--- src/source/udp_tx_pkg.sv ---
package udp_tx_pkg;

    // header sizes in bytes
    localparam int ETH_HEAD_LEN = 14;
    localparam int IP_HEAD_LEN  = 20;
    localparam int UDP_HEAD_LEN = 8;

    localparam logic [15:0] ETH_TYPE_IPV4 = 16'h0800;
    localparam logic [15:0] IP_VER_TOS    = 16'h4500;    // version 4, ihl 5, tos 0
    localparam logic [15:0] IP_FLAGS_FRAG = 16'h4000;    // don't fragment
    localparam logic [15:0] IP_TTL_PROTO  = 16'h8011;    // ttl 0x80, proto udp

    localparam int LEN_W = 16;    // lengths and byte counters
    localparam int SUM_W = 32;    // raw checksum accumulator

    // one IPv4 address, read as bytes on the wire or as words for the checksum
    typedef union packed {
        logic [3:0][7:0]  octet;    // octet[3] goes out first
        logic [1:0][15:0] half;     // half[1] is the upper word
    } ip_addr_u;

    typedef logic [47:0] mac_addr_t;

    typedef struct packed {
        logic [7:0] data;
        logic       last;
    } byte_beat_t;

    typedef struct packed {
        logic [LEN_W-1:0] len;       // payload bytes
        logic [SUM_W-1:0] sum;       // unfolded payload word sum
        ip_addr_u         dst_ip;
    } frame_info_t;

endpackage

--- src/source/payload_summer.sv ---
`timescale 1ns/1ps

module payload_summer import udp_tx_pkg::*; #(
    parameter int FIFO_DEPTH = 1024
) (
    input  logic        logic_clk,
    input  logic        logic_rst,
    input  byte_beat_t  udp_beat_i,
    input  logic        udp_valid_i,
    input  ip_addr_u    udp_ip_i,
    input  logic        fifo_full_i,
    input  logic        frame_done_i,
    output logic        udp_ready_o,
    output logic        push_o,
    output logic        frame_start_o,
    output frame_info_t info_o,
    output logic        info_valid_o
);

    logic [LEN_W-1:0] byte_cnt;
    logic [SUM_W-1:0] raw_sum;
    logic [7:0]       hi_byte;    // upper half of the word being paired
    ip_addr_u         dst_ip;
    logic             pending;    // whole payload buffered, waiting to go out
    logic             accept;

    // frame never grows past the buffer, so the last byte always fits
    assign udp_ready_o   = !fifo_full_i && !pending && (byte_cnt < LEN_W'(FIFO_DEPTH));
    assign accept        = udp_valid_i && udp_ready_o;
    assign push_o        = accept;
    assign frame_start_o = accept && (byte_cnt == '0);

    assign info_o.len    = byte_cnt;
    assign info_o.sum    = raw_sum;
    assign info_o.dst_ip = dst_ip;
    assign info_valid_o  = pending;

    always_ff @(posedge logic_clk) begin
        if (frame_start_o) begin
            dst_ip <= udp_ip_i;
        end
        if (accept && !byte_cnt[0]) begin
            hi_byte <= udp_beat_i.data;
        end
    end

    always_ff @(posedge logic_clk) begin
        if (logic_rst) begin
            byte_cnt <= '0;
            raw_sum  <= '0;
            pending  <= 1'b0;
        end else if (frame_done_i) begin
            byte_cnt <= '0;
            raw_sum  <= '0;
            pending  <= 1'b0;
        end else if (accept) begin
            byte_cnt <= byte_cnt + 1'b1;
            if (byte_cnt[0]) begin
                raw_sum <= raw_sum + SUM_W'({hi_byte, udp_beat_i.data});
            end else if (udp_beat_i.last) begin
                raw_sum <= raw_sum + SUM_W'({udp_beat_i.data, 8'h00});    // odd tail, zero pad
            end
            pending <= udp_beat_i.last;
        end
    end

endmodule

--- config.mk ---
export PLATFORM = sky130hd
export DESIGN_NAME = payload_summer
export DESIGN_NICKNAME = d
export VERILOG_FILES = /design/src/source/udp_tx_pkg.sv /design/src/source/payload_summer.sv
export SDC_FILE = /design/constraint.sdc
export NUM_CORES = 1
export LEC_CHECK = 0
export BUFFER_PORTS_ARGS = -buffer_cell sky130_fd_sc_hd__buf_4
export CELL_PAD_IN_SITES_DETAIL_PLACEMENT = 2
export CELL_PAD_IN_SITES_GLOBAL_PLACEMENT = 2
export CORE_AREA = 2 2 125 115
export DETAILED_ROUTE_END_ITERATION = 8
export DIE_AREA = 0 0 127 117
export PLACE_DENSITY_LB_ADDON = 0.1
export SLEW_MARGIN = 5
export SYNTH_ARGS = -nofsm -noshare
export SYNTH_HDL_FRONTEND = slang
export SYNTH_SLANG_ARGS = --single-unit
--- constraint.sdc ---
create_clock -name logic_clk -period 13.2 [get_ports logic_clk]
set_input_delay 1.32 -clock logic_clk [delete_from_list [all_inputs] [get_ports logic_clk]]
set_output_delay 1.32 -clock logic_clk [all_outputs]
set_load 0.05 [all_outputs]
==> results.md <==
- Outcome: finished clean
- DIE HEIGHT: around 120 um
- I/O Buffers: 129
- TritonCTS clock tree: built
- Via-per-instance ratio: about 5.4
- Fillcell total: approximately 1500
- Syn avg cell area: ~9.9 sq um
- XOR/XNOR share of the synthesized area: 3.86%
- Routed Antenna Nets: 0
- Largest net degree at the start of global routing: 40
- Compound-Gate Fraction of Synth Area: a little under a fifth
- Worst EP required: 11880 ps
- Mux cell area share after synthesis: less than 1%
- Least-Margin Pin Slew: approximately 1200 ps
- CTS Buf Count: 9
- DR iter-0 viols: 119
- Clock power frac: 39.9%
- Post-synth top area cell: edfxtp_1
- Max Fclk: approximately 240 MHz
- Post-route DRC: 0
- Post-CTS sizing: 0
- DRT Pass-1 Iters: 4
- Standard-cell rows: 41
- RSZ-0062 raised after global routing: false
- Final setup vio count: 0
- DP Worst Slack: between 8000 and 9000 ps
- Root Driver: clkbuf_16
- Most used flip-flop cell after synthesis: dfxtp_1
- Post-Synth Simple-Gate Area: 18.3%
- Overflow after GRT: 0
- P_int: roughly 450 uW
- Mapped cell area: roughly 0.0045 sq mm
- P_leak: 2.40 nW
- Antenna cells: 0
- Cell Pwr Density: approximately 110 mW/mm^2
- Worst setup margin: roughly 9000 ps
- Multi-input logic area: around 0.0022 sq mm
- Worst EP arrival: between 2000 and 3000 ps
- Final Skew: 9.12 ps
- Total setup buffers inserted after CTS: 0
- Sum of buffers and inverters on the critical path: 3
- CP peak stage delay: roughly 440 ps
- Post-synthesis sequential area ratio: 48.1%
- Worst skew pair latency: approximately 350 ps
- Critical Path Start Type: input pin
- Final period util: 31.7%
- CP max-delay cell: buf_4
- Antenna violations before repair: 0
- Clock slew at reported path FFs: about 70 ps
- Crit end category: primary output
- Number of global-route vias before repair: about 4400
- Reg-to-reg slack, setup: 10180 ps
- Clock sinks: between 80 and 90
- Reg power frac: between 40 and 50%
- First-pass GRT wire length: ~24000 um
- CP most frequent cell: buf_4
- Hold Crit Class: reg2reg
- TNS Setup: 0 ps
- Count leader, synth: dfxtp_1
- Share of cells above drive strength 1: a little over a quarter
- Largest cells by area after synthesis: edfxtp_1 26%, dfxtp_1 22%, ha_1 7.2%
- Synth async-reset ratio: 0%
- WL final: 15600 um
- Mean routed wirelength per cell: about 21 um
- Synthesis-to-layout area growth: 31.6%
- Slew Limit Fails: 0
- Initial core utilization: roughly a third
- Post-synthesis cell count: ~460
- HPWL Detailed: around 12000 um
- Net Count, Synth: 532
- Switching Fraction: 27.9%
- Comb pwr share: between 10% and 20%
- Final hold vios: 0
- Vias: 4108
- Die area: 0.0149 sq mm
- IO Count: 130
- Power Total: 628 uW
- Main combinational cell family by area after synthesis: compound AO/OA/AOI/OAI gates
- Post-CTS Hold Buffers: 0
- H-tree depth: 3
- Core Region: about 0.014 sq mm
- Final net count: 660
- Die extent in x: around 130 um
- Post-synth top cells: 49 x dfxtp_1, 41 x a21oi_1, 41 x nor2_1
- Max Cap Violations: 0
- FF/Latch Area: 0.00218 sq mm
- Minimum clock period: about 4200 ps
- Worst-path maximum fanout: 33
- EDFF count, synth: 40
- CP Cell Sequence: buf_4, nor2_1, nand4_4, nor4_2, buf_4, buf_4
- Clk buf depth: 2
- VDD IR max: 0.0635 mV
- GRT Total Usage: a little over a fifth
- Yosys warns: 0
- Crit path max-delay family: buffers and inverters
- Psw: 175 uW
- Final GP Congestion: ~0.9
- Flops & latches, synth: 89
- Max_slew headroom: between 20% and 30%
- Yosys cell types: 56
- Share of the synthesized area in the top cell type: roughly a quarter
- Crit path kind: in2out
- Adder-Cell Fraction of Synth Area: 8.05%
## cells in the final DEF (no fill, tap or decap), types with 2 or more instances in the layout
cell type	Yosys	final
and4_1	3	3
nand2_1	35	35
nor3_1	9	9
inv_1	12	12
a21o_1	8	8
xor2_1	13	13
nand3_1	11	11
nor4_1	3	2
o211ai_1	2	2
edfxtp_1	40	40
ha_1	26	26
a211oi_1	7	7
or3_1	8	8
o31ai_1	13	13
nand4_1	5	5
a311o_1	2	2
a211o_1	2	2
and2_1	7	7
a21oi_1	41	41
clkinvlp_4	0	2
or2_2	2	2
o2111ai_1	3	3
and3_1	9	9
nand2b_1	2	2
clkbuf_16	0	9
inv_6	0	2
mux2i_1	2	2
nor2b_1	8	8
fa_1	2	2
o21ai_2	2	2
xnor2_1	7	7
nor2_1	41	41
a31oi_1	7	7
clkinv_4	0	2
dfxtp_1	49	49
buf_4	1	132
or4_1	9	9
o21ai_0	25	25
o21a_1	10	10
## through the flow
| stage | util [%] | cells | hold WS (ps) | instance area (sq um) |
|---|---|---|---|---|
| global placement | 41.7 | 747 | 463 | 5690 |
| CTS | 43.8 | 763 | 490 | 5980 |
| floorplan | - | 458 | 684 | 4540 |
| finish | 43.8 | 763 | 488 | 5980 |
| detailed placement | 41.7 | 747 | 478 | 5690 |
| global route | 43.8 | 763 | 534 | 5980 |
## final cells by class
class | count | area share (%)
clock buffer | 9 | 3.77
clock inverter | 7 | 1.03
inverter | 14 | 0.879
multi-input combinational | 340 | 37.6
sequential | 89 | 36.5
tap | 172 | 3.60
timing repair buffer | 132 | 16.6
## worst min-delay path: cells and delay by family, from the launching register on
kind | cells | cell delay (ps)
compound gates | 1 | 50
flops | 1 | 330
simple gates | 1 | 60
## power by group through the flow
stage	sequential, mW	clock (mW)	combinational [mW]
after CTS	0.299	0.259	0.0796
final	0.298	0.251	0.0788
after floorplan	0.323	0	0.0290
after global routing	0.299	0.268	0.0844
after detailed placement	0.305	0	0.0792
after global placement	0.304	0	0.0766
## kinds of logic (layout without fill, tap and decap cells)
family,after synthesis,in the layout
AND/OR/NAND/NOR,158,158
AO/OA/AOI/OAI,132,132
flip-flops,89,89
buffers and inverters,29,162
adder cells (fa/ha/maj),28,28
XOR/XNOR,20,20
multiplexers,2,2
## registers in the layout, indices dropped and copies added (netlist names)
| signal | count |
|---|---|
| byte_cnt | 16 |
| info_valid_o | 1 |
| raw_sum | 32 |
| hi_byte | 8 |
| dst_ip | 32 |
## worst paths after layout
check / cells after the start / startpoint / end
setup reg to reg: 10 / raw_sum[0]$_SDFFE_PP0P_ / raw_sum[24]$_SDFFE_PP0N_
setup / recovery: 6 / fifo_full_i / frame_start_o
hold reg to reg: 2 / raw_sum[5]$_SDFFE_PP0P_ / raw_sum[5]$_SDFFE_PP0P_
hold / removal: 2 / raw_sum[5]$_SDFFE_PP0P_ / raw_sum[5]$_SDFFE_PP0P_
## routing by layer
metal / wire length (um) / vias to the layer above / track usage, %
li1: - / 1962 / -
met1: 6600 / 2064 / 25.5
met2: 8350 / 70 / 39.6
met3: 506 / 12 / 4.32
met4: 189 / 0 / 4.98
met5: 0 / - / 0
(Power assumes the default switching activity.)
