File: config.mk
export PLATFORM = sky130hd
export DESIGN_NAME = frame_serializer
export DESIGN_NICKNAME = d
export VERILOG_FILES = /design/src/source/udp_tx_pkg.sv /design/src/source/frame_serializer.sv
export SDC_FILE = /design/constraint.sdc
export NUM_CORES = 1
export LEC_CHECK = 0
export ABC_AREA = 1
export BUFFER_PORTS_ARGS = -buffer_cell sky130_fd_sc_hd__clkbuf_2
export CAP_MARGIN = 20
export CELL_PAD_IN_SITES_DETAIL_PLACEMENT = 1
export CELL_PAD_IN_SITES_GLOBAL_PLACEMENT = 1
export CORE_UTILIZATION = 43
export CTS_CLUSTER_DIAMETER = 150
export CTS_CLUSTER_SIZE = 20
export DETAILED_ROUTE_END_ITERATION = 8
export PLACE_DENSITY = 0.87
export SYNTH_ARGS = -nofsm -noshare
export SYNTH_HDL_FRONTEND = slang
export SYNTH_SLANG_ARGS = --single-unit
File: constraint.sdc
create_clock -name logic_clk -period 5.5 [get_ports logic_clk]
set_input_delay 0.55 -clock logic_clk [delete_from_list [all_inputs] [get_ports logic_clk]]
set_output_delay 0.55 -clock logic_clk [all_outputs]
set_load 0.03 [all_outputs]
File: src/source/udp_tx_pkg.sv
package udp_tx_pkg;

    // header sizes in bytes
    localparam int ETH_HEAD_LEN = 14;
    localparam int IP_HEAD_LEN  = 20;
    localparam int UDP_HEAD_LEN = 8;

    localparam logic [15:0] ETH_TYPE_IPV4 = 16'h0800;
    localparam logic [15:0] IP_VER_TOS    = 16'h4500;    // version 4, ihl 5, tos 0
    localparam logic [15:0] IP_FLAGS_FRAG = 16'h4000;    // don't fragment
    localparam logic [15:0] IP_TTL_PROTO  = 16'h8011;    // ttl 0x80, proto udp

    localparam int LEN_W = 16;    // lengths and byte counters
    localparam int SUM_W = 32;    // raw checksum accumulator

    // one IPv4 address, read as bytes on the wire or as words for the checksum
    typedef union packed {
        logic [3:0][7:0]  octet;    // octet[3] goes out first
        logic [1:0][15:0] half;     // half[1] is the upper word
    } ip_addr_u;

    typedef logic [47:0] mac_addr_t;

    typedef struct packed {
        logic [7:0] data;
        logic       last;
    } byte_beat_t;

    typedef struct packed {
        logic [LEN_W-1:0] len;       // payload bytes
        logic [SUM_W-1:0] sum;       // unfolded payload word sum
        ip_addr_u         dst_ip;
    } frame_info_t;

endpackage

File: src/source/frame_serializer.sv
`timescale 1ns/1ps

module frame_serializer import udp_tx_pkg::*; #(
    parameter logic [31:0] LOCAL_IP  = 32'hC0A8_006E,
    parameter logic [47:0] LOCAL_MAC = 48'hABCD_1234_5678,
    parameter logic [15:0] SRC_PORT  = 16'd8080,
    parameter logic [15:0] DST_PORT  = 16'd8080
) (
    input  logic        logic_clk,
    input  logic        logic_rst,
    input  frame_info_t info_i,
    input  logic        info_valid_i,
    input  mac_addr_t   mac_i,
    input  logic        mac_valid_i,
    input  byte_beat_t  fifo_beat_i,
    input  logic        fifo_empty_i,
    input  logic        net_ready_i,
    output logic        fifo_pop_o,
    output byte_beat_t  net_beat_o,
    output logic        net_valid_o,
    output logic        frame_done_o
);

    localparam int HDR_LEN = ETH_HEAD_LEN + IP_HEAD_LEN + UDP_HEAD_LEN;
    localparam int HCNT_W  = $clog2(HDR_LEN);

    // parts of both sums that only depend on parameters
    localparam logic [SUM_W-1:0] IP_CONST_SUM = SUM_W'(IP_VER_TOS) + SUM_W'(IP_FLAGS_FRAG)
                                              + SUM_W'(IP_TTL_PROTO) + SUM_W'(LOCAL_IP[31:16])
                                              + SUM_W'(LOCAL_IP[15:0]);
    localparam logic [SUM_W-1:0] UDP_CONST_SUM = SUM_W'(LOCAL_IP[31:16]) + SUM_W'(LOCAL_IP[15:0])
                                               + SUM_W'(IP_TTL_PROTO[7:0]) + SUM_W'(SRC_PORT)
                                               + SUM_W'(DST_PORT);

    typedef enum logic [1:0] {
        ST_IDLE,
        ST_FOLD,
        ST_HEAD,
        ST_PAY
    } ser_state_t;

    ser_state_t          state;
    logic [1:0]          fold_cnt;
    logic [HCNT_W-1:0]   hdr_cnt;
    logic [SUM_W-1:0]    ip_acc;
    logic [SUM_W-1:0]    udp_acc;
    logic [15:0]         ip_csum;
    logic [15:0]         udp_csum;
    logic [LEN_W-1:0]    ip_len;
    logic [LEN_W-1:0]    udp_len;
    logic [HDR_LEN*8-1:0] hdr_bits;
    logic [7:0]          hdr_byte;

    assign udp_len = info_i.len + LEN_W'(UDP_HEAD_LEN);
    assign ip_len  = info_i.len + LEN_W'(UDP_HEAD_LEN + IP_HEAD_LEN);

    // eth, ip and udp headers in wire order, first byte at the top
    assign hdr_bits = {mac_i, LOCAL_MAC, ETH_TYPE_IPV4,
                       IP_VER_TOS, ip_len,
                       16'h0000,                       // identification
                       IP_FLAGS_FRAG, IP_TTL_PROTO, ip_csum,
                       LOCAL_IP, info_i.dst_ip.octet,
                       SRC_PORT, DST_PORT, udp_len, udp_csum};

    assign hdr_byte = hdr_bits[(HDR_LEN - 1 - int'(hdr_cnt)) * 8 +: 8];

    always_comb begin
        if (state == ST_HEAD) begin
            net_beat_o.data = hdr_byte;
            net_beat_o.last = 1'b0;
            net_valid_o     = 1'b1;
        end else begin
            net_beat_o  = fifo_beat_i;
            net_valid_o = (state == ST_PAY) && !fifo_empty_i;
        end
    end

    assign fifo_pop_o   = (state == ST_PAY) && !fifo_empty_i && net_ready_i;
    assign frame_done_o = fifo_pop_o && fifo_beat_i.last;

    // sum, fold, fold, invert
    always_ff @(posedge logic_clk) begin
        if (state == ST_IDLE) begin
            ip_acc  <= IP_CONST_SUM + SUM_W'(ip_len)
                     + SUM_W'(info_i.dst_ip.half[1]) + SUM_W'(info_i.dst_ip.half[0]);
            udp_acc <= UDP_CONST_SUM + SUM_W'(udp_len) + SUM_W'(udp_len)
                     + SUM_W'(info_i.dst_ip.half[1]) + SUM_W'(info_i.dst_ip.half[0])
                     + info_i.sum;
        end else if (state == ST_FOLD) begin
            if (fold_cnt == 2'd2) begin
                ip_csum  <= ~ip_acc[15:0];
                udp_csum <= ~udp_acc[15:0];
            end else begin
                ip_acc  <= SUM_W'(ip_acc[31:16]) + SUM_W'(ip_acc[15:0]);
                udp_acc <= SUM_W'(udp_acc[31:16]) + SUM_W'(udp_acc[15:0]);
            end
        end
    end

    always_ff @(posedge logic_clk) begin
        if (logic_rst) begin
            state    <= ST_IDLE;
            fold_cnt <= '0;
            hdr_cnt  <= '0;
        end else begin
            case (state)
                ST_IDLE: begin
                    fold_cnt <= '0;
                    hdr_cnt  <= '0;
                    if (info_valid_i && mac_valid_i) state <= ST_FOLD;
                end
                ST_FOLD: begin
                    fold_cnt <= fold_cnt + 1'b1;
                    if (fold_cnt == 2'd2) state <= ST_HEAD;
                end
                ST_HEAD: begin
                    if (net_ready_i) begin
                        if (hdr_cnt == HCNT_W'(HDR_LEN - 1)) begin
                            state <= ST_PAY;
                        end else begin
                            hdr_cnt <= hdr_cnt + 1'b1;
                        end
                    end
                end
                ST_PAY:  if (frame_done_o) state <= ST_IDLE;
                default: state <= ST_IDLE;
            endcase
        end
    end

endmodule

==> flow_summary.json <==
{
  "hpwl_mm": 33.70,
  "p_int_w": 0.002701,
  "min_period_over_period": 0.7909,
  "synth_edf_count": 83,
  "layout_commonest_cell": "nand2_1",
  "grt_pass1_vias": 11530,
  "power_frac_comb": 0.624,
  "crit_start": "info_i[67]",
  "rows": 57,
  "dieArea_sq_mm": 0.02604,
  "worstReg2RegEnd": "hdr_cnt[5]",
  "grt_overflow": 0,
  "path_cells": "clkbuf_2 > ha_1 > inv_1 > nor2_1 > nand4_1 > nand2_1 > ha_1 > inv_1 > ha_1 > ha_1 > ha_1 > a21oi_1 > o21ai_0 > a21oi_1 > nand3_1 > and2_1 > nand2_1 > inv_1 > nor2_1 > nor2_1",
  "worstMarginPinSlew_ps": 777.0,
  "clock_skew_ps": 10.69,
  "die_w_microns": 161.4,
  "p_total_w": 0.005501,
  "wl_per_cell_microns": 20.58,
  "via_count": 11368,
  "min_path_type": "primary input to register",
  "final_cells": 2015,
  "cts-root-buf": "clkbuf_16",
  "fin_crit_ps": 4350,
  "crit_fanout": 7,
  "drive_above_1_share": 0.1236,
  "path_buf_inv": 4,
  "required_ps": 5610,
  "post_cts_buffers": 0,
  "setup_violations": 0,
  "grt_max_degree": 52,
  "fmax_mhz": 229.9,
  "htreeDepth": 3,
  "start_util": 0.4438,
  "synth_top_cell_by_area": "edfxtp_1",
  "hold_viol": 0,
  "cts.sinks": 93,
  "portBuffers": 154,
  "grt_pass1_wl_mm": 64.03,
  "end_kind": "register",
  "synth_area_sq_mm": 0.01092,
  "seqPwrFrac": 0.249,
  "async_flop_share": 0,
  "cts_tree": "done",
  "routabilityCongestion": 1.006,
  "cts_buffer_depth": 2,
  "peakVddDrop_v": 0.0003404,
  "ant_nets": 0,
  "maxSlewViolCount": 0,
  "leakage_nw": 6.379,
  "synthDistinctLibCells": 49,
  "antenna_found_initial": 0,
  "clkLatencyLatePin_ps": 360,
  "path_clk_slew_ps": 80,
  "setup_slack_ps": 1150,
  "drt_iter0_markers": 998,
  "cp_slowest_cell": "ha_1",
  "wirelength_mm": 41.48,
  "pin_count": 155,
  "critPathMostFrequentCell": "ha_1",
  "avgSynthCellArea_sq_um": 7.050,
  "criticalPathCategory": "primary input to register",
  "core_sq_mm": 0.02460,
  "tns_ps": 0,
  "rsz0062_at_grt": "false",
  "fin_nets": 1982,
  "preCtsSetupSlack_ps": 836.3,
  "drc": 0,
  "crit_path_max_incr_delay_ps": 390,
  "dieHeight_microns": 161.4,
  "drt_first_pass_iters": 5,
  "num_antenna_cells": 0,
  "ff2ff_path_depth": 9,
  "nFillCells": 3274,
  "p_sw_frac": 0.5090,
  "mostFrequentLayoutCells": "nand2_1 (362), inv_1 (258), clkbuf_2 (154)",
  "synth_area_leaders": "edfxtp_1 (23%), nand2_1 (12%), ha_1 (12%)",
  "post_cts_resized": 0,
  "maxSlewHeadroom": 0.4814,
  "area_growth_pct": 12.64,
  "netlist_instances": 1549,
  "dp_cells": 1999,
  "synth-main-ff-cell": "edfxtp_1",
  "crit_family": "adder cells",
  "yosysTopAreaCellShare": 0.2282,
  "power_density_mw_per_mm2": 447.2,
  "crit_arrival_ps": 4460,
  "gr-usage-all-layers": 0.3229,
  "status": "complete, no violations",
  "critPathCapture": "udp_acc[27]",
  "r2r-start": "state[0]",
  "power.switching_w": 0.002800,
  "reg2reg_slack_ps": 2850,
  "syn-num-nets": 1845,
  "cts_buffers": 9,
  "critical_path.startpoint_type": "primary input",
  "hold_buffers": 0,
  "max_cap_violations": 0,
  "seq_area_frac_synth": 0.2466,
  "ys_ff_latch": 93,
  "detail_route.vias_per_cell": 5.642,
  "critical_path_depth": 20,
  "yosys_warnings": 0,
  "p_clk_frac": 0.127
}
## layout make-up
class,count,area (sq um),share of cell area
Clock buffer,9,225.2,0.01831
Multi-Input combinational cell,1156,7061,0.5740
Inverter,265,994.7,0.08087
Tap cell,324,405.4,0.03296
Timing Repair Buffer,161,823.3,0.06693
Clock inverter,7,98.84,0.008036
Sequential cell,93,2693,0.2189
## Yosys cell counts (6+ instances only)
cell type  number
nand2_1       362
inv_1         258
a21oi_1       130
nor2_1        126
o21ai_0       116
nand3_1       107
ha_1          104
edfxtp_1       83
fa_1           49
nand4_1        26
xor2_1         22
nor3_1         16
clkbuf_1       15
buf_2          11
dfxtp_1        10
a21o_1          8
o21bai_1        8
o22ai_1         7
or2_2           6
## layer usage
metal | global-route usage | share of wire
met2 | 0.5029 | 0.44
met5 | 0 | 0
met1 | 0.4314 | 0.43
met3 | 0.06805 | 0.090
met4 | 0.1419 | 0.043
## power by group through the flow
stage,clock network [W],registers [W],logic [W]
after CTS,0.000706,0.00137,0.00339
after global placement,0,0.00137,0.00322
after global routing,0.000729,0.00139,0.00384
after detailed placement,0,0.00138,0.00334
after floorplan,0,0.00134,0.00232
final,0.000701,0.00137,0.00343
## flip-flops by register name (all words and copies together) (netlist names)
signal / flops
fold_cnt: 2
hdr_cnt: 6
ip_acc: 19
ip_csum: 16
state: 2
udp_acc: 32
udp_csum: 16
## cell families after synthesis
family	synth area share
AO/OA/AOI/OAI	0.1506
XOR/XNOR	0.02383
adder cells (fa/ha/maj)	0.2090
buffers and inverters	0.1079
flip-flops	0.2466
multiplexers	0.0009166
AND/OR/NAND/NOR	0.2612
## worst min path at each step
stage,startpoint,endpoint,slack (ps),cells past startpoint
after detailed placement,fold_cnt[1],fold_cnt[1],470,2
after CTS,logic_rst,fold_cnt[1],450,2
after global routing,logic_rst,fold_cnt[1],470,2
after floorplan,fold_cnt[1],fold_cnt[1],440,2
after global placement,fold_cnt[1],fold_cnt[1],460,2
final,logic_rst,hdr_cnt[1],450,2
## metrics by stage
| step | util | hold WS, ps | area [sq um] |
|---|---|---|---|
| finish | 0.4999 | 448.2 | 12300 |
| global route | 0.4999 | 465.7 | 12300 |
| CTS | 0.4999 | 446.3 | 12300 |
| detailed placement | 0.4868 | 467.5 | 11980 |
| global placement | 0.4868 | 456.5 | 11980 |
| floorplan | - | 441.1 | 10920 |
(Power assumes the default switching activity.)
