[config.mk]
export PLATFORM = sky130hd
export DESIGN_NAME = arp_lookup
export DESIGN_NICKNAME = d
export VERILOG_FILES = /design/src/source/udp_tx_pkg.sv /design/src/source/arp_lookup.sv
export SDC_FILE = /design/constraint.sdc
export NUM_CORES = 1
export LEC_CHECK = 0
export ABC_CLOCK_PERIOD_IN_PS = 2500
export BUFFER_PORTS_ARGS = -buffer_cell sky130_fd_sc_hd__clkbuf_2
export CORE_UTILIZATION = 33
export CTS_CLUSTER_SIZE = 25
export DETAILED_ROUTE_END_ITERATION = 8
export PLACE_DENSITY = 0.76
export SYNTH_ARGS = -nofsm -noshare
export SYNTH_HDL_FRONTEND = slang
export SYNTH_SLANG_ARGS = --single-unit
[constraint.sdc]
create_clock -name logic_clk -period 2.5 [get_ports logic_clk]
set_clock_uncertainty 0.2 [all_clocks]
set_input_delay 0.25 -clock logic_clk [delete_from_list [all_inputs] [get_ports logic_clk]]
set_output_delay 0.25 -clock logic_clk [all_outputs]
set_load 0.05 [all_outputs]
[src/source/udp_tx_pkg.sv]
package udp_tx_pkg;

    // header sizes in bytes
    localparam int ETH_HEAD_LEN = 14;
    localparam int IP_HEAD_LEN  = 20;
    localparam int UDP_HEAD_LEN = 8;

    localparam logic [15:0] ETH_TYPE_IPV4 = 16'h0800;
    localparam logic [15:0] IP_VER_TOS    = 16'h4500;    // version 4, ihl 5, tos 0
    localparam logic [15:0] IP_FLAGS_FRAG = 16'h4000;    // don't fragment
    localparam logic [15:0] IP_TTL_PROTO  = 16'h8011;    // ttl 0x80, proto udp

    localparam int LEN_W = 16;    // lengths and byte counters
    localparam int SUM_W = 32;    // raw checksum accumulator

    // one IPv4 address, read as bytes on the wire or as words for the checksum
    typedef union packed {
        logic [3:0][7:0]  octet;    // octet[3] goes out first
        logic [1:0][15:0] half;     // half[1] is the upper word
    } ip_addr_u;

    typedef logic [47:0] mac_addr_t;

    typedef struct packed {
        logic [7:0] data;
        logic       last;
    } byte_beat_t;

    typedef struct packed {
        logic [LEN_W-1:0] len;       // payload bytes
        logic [SUM_W-1:0] sum;       // unfolded payload word sum
        ip_addr_u         dst_ip;
    } frame_info_t;

endpackage

[src/source/arp_lookup.sv]
`timescale 1ns/1ps

module arp_lookup import udp_tx_pkg::*; (
    input  logic      logic_clk,
    input  logic      logic_rst,
    input  logic      frame_start_i,
    input  ip_addr_u  dst_ip_i,
    input  logic      frame_done_i,
    output ip_addr_u  arp_query_ip_o,
    output logic      arp_query_valid_o,
    input  logic      arp_query_ready_i,
    input  mac_addr_t arp_resp_mac_i,
    input  logic      arp_resp_valid_i,
    input  logic      arp_resp_err_i,
    output logic      arp_resp_ready_o,
    output mac_addr_t mac_o,
    output logic      mac_valid_o
);

    typedef enum logic [1:0] {
        ST_IDLE,
        ST_QUERY,
        ST_WAIT,
        ST_DONE
    } arp_state_t;

    arp_state_t state;
    mac_addr_t  mac_q;

    // dst_ip_i is latched upstream and stays put for the whole frame
    assign arp_query_ip_o    = dst_ip_i;
    assign arp_query_valid_o = (state == ST_QUERY);
    assign arp_resp_ready_o  = (state == ST_WAIT);
    assign mac_valid_o       = (state == ST_DONE);
    assign mac_o             = mac_q;

    always_ff @(posedge logic_clk) begin
        if (arp_resp_ready_o && arp_resp_valid_i && !arp_resp_err_i) begin
            mac_q <= arp_resp_mac_i;
        end
    end

    always_ff @(posedge logic_clk) begin
        if (logic_rst) begin
            state <= ST_IDLE;
        end else begin
            case (state)
                ST_IDLE:  if (frame_start_i) state <= ST_QUERY;
                ST_QUERY: if (arp_query_ready_i) state <= ST_WAIT;
                ST_WAIT: begin
                    if (arp_resp_valid_i) begin
                        state <= arp_resp_err_i ? ST_QUERY : ST_DONE;    // miss asks again
                    end
                end
                ST_DONE:  if (frame_done_i) state <= ST_IDLE;
                default:  state <= ST_IDLE;
            endcase
        end
    end

endmodule

==> results of run 1 <==
power by group:
| group | internal [mW] | leakage, nW | total [mW] | switching [mW] |
|---|---|---|---|---|
| Sequential | 0.930 | 0.449 | 0.937 | 0.00779 |
| Clock | 0.191 | 0.0362 | 0.435 | 0.244 |
| Combinational | 0.0939 | 0.686 | 0.173 | 0.0791 |
| Total | 1.21 | 1.17 | 1.55 | 0.331 |
sequential cells by signal, summed over array words and instances, names as in the netlist:
signal	cells
mac_o	48
state	2
layer usage:
metal	GRT usage	wire length, µm
met4	0.07885	150
met3	0.07305	588
met1	0.1360	1495
met5	0	0
met2	0.2945	2457
worst max path at each step:
stage / to / slack (ps) / depth (start not counted)
3_3_place_gp: mac_o[14] / 690 / 3
4_1_cts: mac_o[14] / 620 / 3
5_1_grt: mac_o[30] / 500 / 3
2_1_floorplan: mac_o[0] / 210 / 3
6_report: mac_o[30] / 640 / 3
3_5_place_dp: mac_o[14] / 640 / 3
repair_timing:
| item | 4_1_cts | 5_1_grt |
|---|---|---|
| hold buffers | 49 | 0 |
| setup endpoints to repair | 0 | 0 |
| endpoints found under the hold margin | 50 | 0 |
critical path: stages, from the launching register on:
cell	delay (ps)
sky130_fd_sc_hd__dfxtp_1	390
sky130_fd_sc_hd__and2b_1	230
sky130_fd_sc_hd__and3b_2	450
sky130_fd_sc_hd__buf_12	260
cells in the final DEF, fill, tap and decap left out:
| master | instances |
|---|---|
| sky130_fd_sc_hd__a211o_1 | 1 |
| sky130_fd_sc_hd__a21oi_1 | 2 |
| sky130_fd_sc_hd__and2_1 | 1 |
| sky130_fd_sc_hd__and2b_1 | 1 |
| sky130_fd_sc_hd__and3b_2 | 1 |
| sky130_fd_sc_hd__buf_12 | 1 |
| sky130_fd_sc_hd__clkbuf_2 | 105 |
| sky130_fd_sc_hd__clkbuf_8 | 5 |
| sky130_fd_sc_hd__clkinvlp_4 | 2 |
| sky130_fd_sc_hd__dfxtp_1 | 2 |
| sky130_fd_sc_hd__dlygate4sd3_1 | 49 |
| sky130_fd_sc_hd__edfxtp_1 | 48 |
| sky130_fd_sc_hd__nand2_1 | 2 |
| sky130_fd_sc_hd__nand3b_1 | 1 |
| sky130_fd_sc_hd__nor2_2 | 1 |
| sky130_fd_sc_hd__nor2b_1 | 1 |
| sky130_fd_sc_hd__o211ai_1 | 2 |
cells by family after synthesis:
| logic type | count (synthesis) | synth area share |
|---|---|---|
| AO/OA/AOI/OAI | 5 | 0.01863 |
| buffers and inverters | 33 | 0.1366 |
| flip-flops | 50 | 0.8171 |
| AND/OR/NAND/NOR | 8 | 0.02762 |
synthesized netlist by cell type:
cell type	instances
sky130_fd_sc_hd__a21oi_1	2
sky130_fd_sc_hd__nand2_1	2
sky130_fd_sc_hd__nor2b_1	1
sky130_fd_sc_hd__nor2_2	1
sky130_fd_sc_hd__dfxtp_1	2
sky130_fd_sc_hd__nand3b_1	1
sky130_fd_sc_hd__o211ai_1	2
sky130_fd_sc_hd__and2b_1	1
sky130_fd_sc_hd__buf_4	33
sky130_fd_sc_hd__and2_1	1
sky130_fd_sc_hd__and3b_1	1
sky130_fd_sc_hd__a211o_1	1
sky130_fd_sc_hd__edfxtp_1	48
layout make-up:
type	instances	area [µm²]	share of cell area
flip-flops and latches	50	1481	0.5341
multi-input cells	13	85.08	0.03067
clock inverters	2	15.01	0.005413
well taps	70	87.58	0.03157
repair buffers	155	1036	0.3735
clock buffers	5	68.82	0.02481
==> reports/metrics.csv, run 1 <==
stage,metric,value,unit
setup_path,slack of the worst reg-to-reg path,640,ps
route,total vias in the final route,1269,
floorplanning,Die Outline Area,5794,µm²
timing,number of hold violations in the final report,0,
synth,area share of the largest cell type after synthesis,0.7950,
floorplanning,height of the chip,76.12,µm
setup_path,worst setup path startpoint,state[0],
route,ANT nets after route,0,
setup_path,Worst Path Required,2290,ps
synth,Yosys Warn Count,0,
route,routed length per placed instance,15.91,µm
placed_design,placed cell count,239,
setup_path,R2R depth,3,
synth,"Distinct cells, synth",13,
grt,remaining global-route overflow,0,
cells_and_area,final standard cell utilization of the core,0.5329,
floorplanning,effective utilization at floorplan,0.3483,
route,Iter 0 DRT Violations,48,
setup_path,arrival time reported for the critical path endpoint,1650,ps
synth,Mean Syn Cell Area,18.89,µm²
timing,Slew headroom,0.7308,
synth,summed instance area of the synthesized netlist,1813,µm²
floorplanning,die width,76.12,µm
floorplanning,total core area,5205,µm²
grt,via count of the first global-routing pass,1201,
setup_path,reg-to-reg startpoint,state[0],
clock_tree,number of resized instances in the post-cts repair step,0,
floorplanning,# rows,26,
grt,global-route wire length before repair,6637,µm
clock_tree,number of CTS-inserted buffers,5,
synth,share of synthesized area occupied by flip-flops and latches,0.8171,
cells_and_area,final instance area,2774,µm²
cells_and_area,Synth-to-Final Area Change,53.00,%
timing,max-slew violation count,0,
flow_run,reported max-cap violation count,0,
clock_tree,worst-skew pair later-pin latency,290,ps
status,result of the run,"complete, no violations",
clock_tree,clock-pin slew on the worst setup and hold paths,90,ps
power,power consumption,1.546,mW
setup_path,type of element launching the critical path,flip-flop,
clock_tree,Post-CTS Repair Setup Buffers,0,
timing,count of final setup violators,0,
clock_tree,CTS H-tree depth,2,
worst_hold_path,hold path cells,3,
synth,Cells after Synth,96,
cells_and_area,Antenna Cells,0,
clock_tree,Longest Clk Path Bufs,2,
power,power density over the cells,557.2,nW/µm²
power,static leakage,1.171,nW
setup_path,destination of the worst register-to-register timing path,mac_o[30],
clock_tree,TritonCTS clock tree,done,
timing,accumulated negative setup slack,0,ps
placed_design,area after detailed placement,2200,µm²
synth,net count after synthesis,183,
route,first-pass iteration count of the detailed router,4,
placed_design,global placer's final weighted congestion,0.6767,
synth,cell type with the largest total area after synthesis,sky130_fd_sc_hd__edfxtp_1,
grt,maximum number of pins on one net before global-route repair,34,
timing,final worst setup slack,643.9,ps
placed_design,HPWL after detailed placement,3236,µm
setup_path,Max Fanout on Critical Path,33,
cells_and_area,share of cells above drive strength 1,0.5111,
clock_tree,cell at the root of the clock tree,sky130_fd_sc_hd__clkbuf_8,
route,via-per-instance ratio,4.302,
floorplanning,I/O pin count,170,
setup_path,Worst Setup End Kind,flip-flop,
grt,GRT Resource Usage Total,0.1561,
timing,period utilization,0.7424,
timing,Worst Hold Margin,21.10,ps
route,Post-Route WL,4692,µm
timing,shortest period the worst path allows,1856,ps
timing,FMAX,0.5388,GHz
cells_and_area,fill count,445,
timing,setup repair after global routing missed its margin,false,
clock_tree,Sink Count,50,
cells_and_area,count of non-filler cells in the finished layout,295,
worst_hold_path,Worst Min Path Start,arp_query_ready_i,
cells_and_area,final-stage net count,312,
worst_hold_path,hold path endpoint,state[1],
timing,slew at the pin closest to its max-slew limit,403.8,ps
power,largest vdd supply drop,226.4,µV
route,drt drc,0,
grt,antenna violations before repair,0,
placed_design,setup slack after placement,635.1,ps
placed_design,Port Buf Inserts,105,
synth,main area contributors after synthesis,"sky130_fd_sc_hd__edfxtp_1 (80%), sky130_fd_sc_hd__buf_4 (14%), sky130_fd_sc_hd__dfxtp_1 (2.2%)",
setup_path,Worst Setup Path Type,reg -> reg,
synth,number of synthesized register bits,50,
worst_hold_path,Tightest Hold Check Type,in -> reg,
Power figures use the tool's default switching activity.
==> run 2: changes to the inputs <==
- ABC_CLOCK_PERIOD_IN_PS: 2500 -> 1500
- clock period: 2.5 -> 1.5 ns (I/O delays scaled with it)
==> run 2 against run 1 <==
The flow now finishes with violations (negative setup slack). First-iteration DRC count is 4.2% lower. Critical path depth did not move. Utilization rose by 2.3 points.
==> reports/metrics.csv, run 2 (synthesis results as in run 1) <==
stage,metric,value,unit,change
status,result of the run,"finished, violations left",,"was complete, no violations"
status,violations in the final reports,negative setup slack,,
grt,global-route wire length before repair,7389,µm,was 6637 µm
clock_tree,number of CTS-inserted buffers,5,,unchanged
floorplanning,I/O pin count,170,,unchanged
floorplanning,total core area,5205,µm²,unchanged
timing,slew at the pin closest to its max-slew limit,295.2,ps,was 403.8 ps
cells_and_area,Synth-to-Final Area Change,59.56,%,was 53.00%
power,largest vdd supply drop,305.2,µV,was 226.4 µV
route,Iter 0 DRT Violations,46,,was 48
setup_path,crit-path max cell delay,340,ps,was 450 ps
setup_path,type of element launching the critical path,flip-flop,,unchanged
cells_and_area,final-stage net count,320,,was 312
grt,routing layer with the top usage in global route,met2,,unchanged
floorplanning,# rows,26,,unchanged
grt,via count of the first global-routing pass,1279,,"was 1,201"
clock_tree,TritonCTS clock tree,done,,unchanged
cells_and_area,fill count,430,,was 445
clock_tree,Sink Count,50,,unchanged
clock_tree,Longest Clk Path Bufs,2,,unchanged
cells_and_area,most frequent cells in the layout,"sky130_fd_sc_hd__clkbuf_2 (102), sky130_fd_sc_hd__dlygate4sd3_1 (52), sky130_fd_sc_hd__edfxtp_1 (48)",,"was sky130_fd_sc_hd__clkbuf_2 (105), sky130_fd_sc_hd__dlygate4sd3_1 (49), sky130_fd_sc_hd__edfxtp_1 (48)"
route,drt drc,0,,unchanged
cells_and_area,storage element area,1483,µm²,was 1481 µm²
route,ANT nets after route,0,,unchanged
placed_design,setup slack after placement,6.693,ps,was 635.1 ps
clock_tree,CTS H-tree depth,2,,unchanged
setup_path,slowest CP cell,sky130_fd_sc_hd__dfxtp_2,,was sky130_fd_sc_hd__and3b_2
grt,GRT Resource Usage Total,0.1785,,was 0.1561
setup_path,Worst Path Required,1300,ps,was 2290 ps
timing,period utilization,1.004,,was 0.7424
flow_run,reported max-cap violation count,0,,unchanged
route,first-pass iteration count of the detailed router,3,,was 4
setup_path,cell-by-cell trace of the critical path,and2b_4 -> and3b_4 -> buf_12,,was and2b_1 -> and3b_2 -> buf_12
setup_path,arrival time reported for the critical path endpoint,1310,ps,was 1650 ps
placed_design,global placer's final weighted congestion,0.6802,,was 0.6767
cells_and_area,"commonest non-fill, non-tap cell in the layout",sky130_fd_sc_hd__clkbuf_2,,unchanged
timing,FMAX,0.6639,GHz,was 0.5388 GHz
cells_and_area,Antenna Cells,0,,unchanged
floorplanning,height of the chip,76.12,µm,unchanged
route,via-per-instance ratio,4.227,,was 4.302
timing,final worst setup slack,-6.177,ps,was 643.9 ps
timing,Slew headroom,0.8041,,was 0.7308
worst_hold_path,Tightest Hold Check Type,in -> reg,,unchanged
grt,maximum number of pins on one net before global-route repair,24,,was 34
route,total vias in the final route,1285,,"was 1,269"
route,Post-Route WL,5182,µm,was 4692 µm
grt,antenna violations before repair,0,,unchanged
route,routed length per placed instance,17.05,µm,was 15.91 µm
power,power density over the cells,912.5,nW/µm²,was 557.2 nW/µm²
power,static leakage,1.224,nW,was 1.171 nW
cells_and_area,final instance area,2893,µm²,was 2774 µm²
grt,remaining global-route overflow,0,,unchanged
clock_tree,Post-CTS Repair Setup Buffers,0,,unchanged
placed_design,HPWL after detailed placement,3365,µm,was 3236 µm
floorplanning,Die Outline Area,5794,µm²,unchanged
cells_and_area,Multi-input gate area,97.59,µm²,was 85.08 µm²
timing,count of final setup violators,11,,was 0
timing,max-slew violation count,0,,unchanged
timing,shortest period the worst path allows,1506,ps,was 1856 ps
clock_tree,cell at the root of the clock tree,sky130_fd_sc_hd__clkbuf_8,,unchanged
grt,met3 Track Usage GR,0.07665,,was 0.07305
grt,grt met1 use,0.1522,,was 0.1360
setup_path,Max Fanout on Critical Path,23,,was 33
cells_and_area,number of flip-flops under the largest register name,48,,unchanged
timing,setup repair after global routing missed its margin,true,,was false
placed_design,Port Buf Inserts,105,,unchanged
setup_path,Worst Setup End Kind,flip-flop,,unchanged
floorplanning,effective utilization at floorplan,0.3483,,unchanged
clock_tree,clock-pin slew on the worst setup and hold paths,90,ps,about the same
clock_tree,worst-skew pair later-pin latency,290,ps,about the same
placed_design,area after detailed placement,2255,µm²,was 2200 µm²
cells_and_area,share of cells above drive strength 1,0.5299,,was 0.5111
timing,number of hold violations in the final report,0,,unchanged
grt,met2 GRT Util,0.3427,,was 0.2945
setup_path,Worst Setup Path Type,reg -> reg,,unchanged
floorplanning,die width,76.12,µm,unchanged
-- run 2: worst paths after layout --
check	startpoint	end	cells past startpoint	slack, ps
worst min register to register	state[0]	state[1]	2	420
worst max register to register	state[0]	mac_o[22]	3	-6
worst max-delay path	state[0]	mac_o[22]	3	-6
worst min-delay path	arp_resp_valid_i	state[0]	3	30
-- run 2: report_power, final --
| part | switching (mW) | internal, mW | total, mW | leakage (nW) |
|---|---|---|---|---|
| Clock | 0.422 | 0.328 | 0.750 | 0.0441 |
| Sequential | 0.00766 | 1.55 | 1.56 | 0.449 |
| Combinational | 0.148 | 0.184 | 0.332 | 0.731 |
-- run 2: critical path: cells and delay by family, from the launching register on --
kind	cells	cell delay, ps
buffers and inverters	1	180
flip-flops	1	340
AND/OR/NAND/NOR	2	490
-- run 2: metrics by stage --
| step | std cells | util | TNS, ps | hold slack, ps | total power, mW |
|---|---|---|---|---|---|
| 2_1_floorplan | 96 | - | -19870 | 19.07 | 1.922 |
| 3_3_place_gp | 244 | 0.4332 | 0 | 100.6 | 1.790 |
| 3_5_place_dp | 244 | 0.4332 | 0 | 100.6 | 1.792 |
| 4_1_cts | 304 | 0.5534 | -126.4 | 3.361 | 2.646 |
| 5_1_grt | 304 | 0.5558 | -1616 | 53.56 | 2.740 |
| 6_report | 304 | 0.5558 | -44.56 | 30.80 | 2.640 |
-- run 2: routing by layer --
metal / up-vias / part of all wire
li1: 589 / -
met1: 570 / 0.31
met2: 99 / 0.53
met3: 27 / 0.11
met4: 0 / 0.045
met5: - / 0
-- run 2: repair_timing --
action	4_1_cts	5_1_grt
pin swaps	0	0
setup endpoints to repair	26	46
hold buffers	52	0
gates resized for setup	5	5
endpoints found under the hold margin	50	0
-- run 2: final cells by class --
class,instances,share of cell area
clock inverter,3,0.007353
sequential,50,0.5125
timing repair buffer,163,0.3923
tap,70,0.03028
multi-input combinational,13,0.03374
clock buffer,5,0.02379
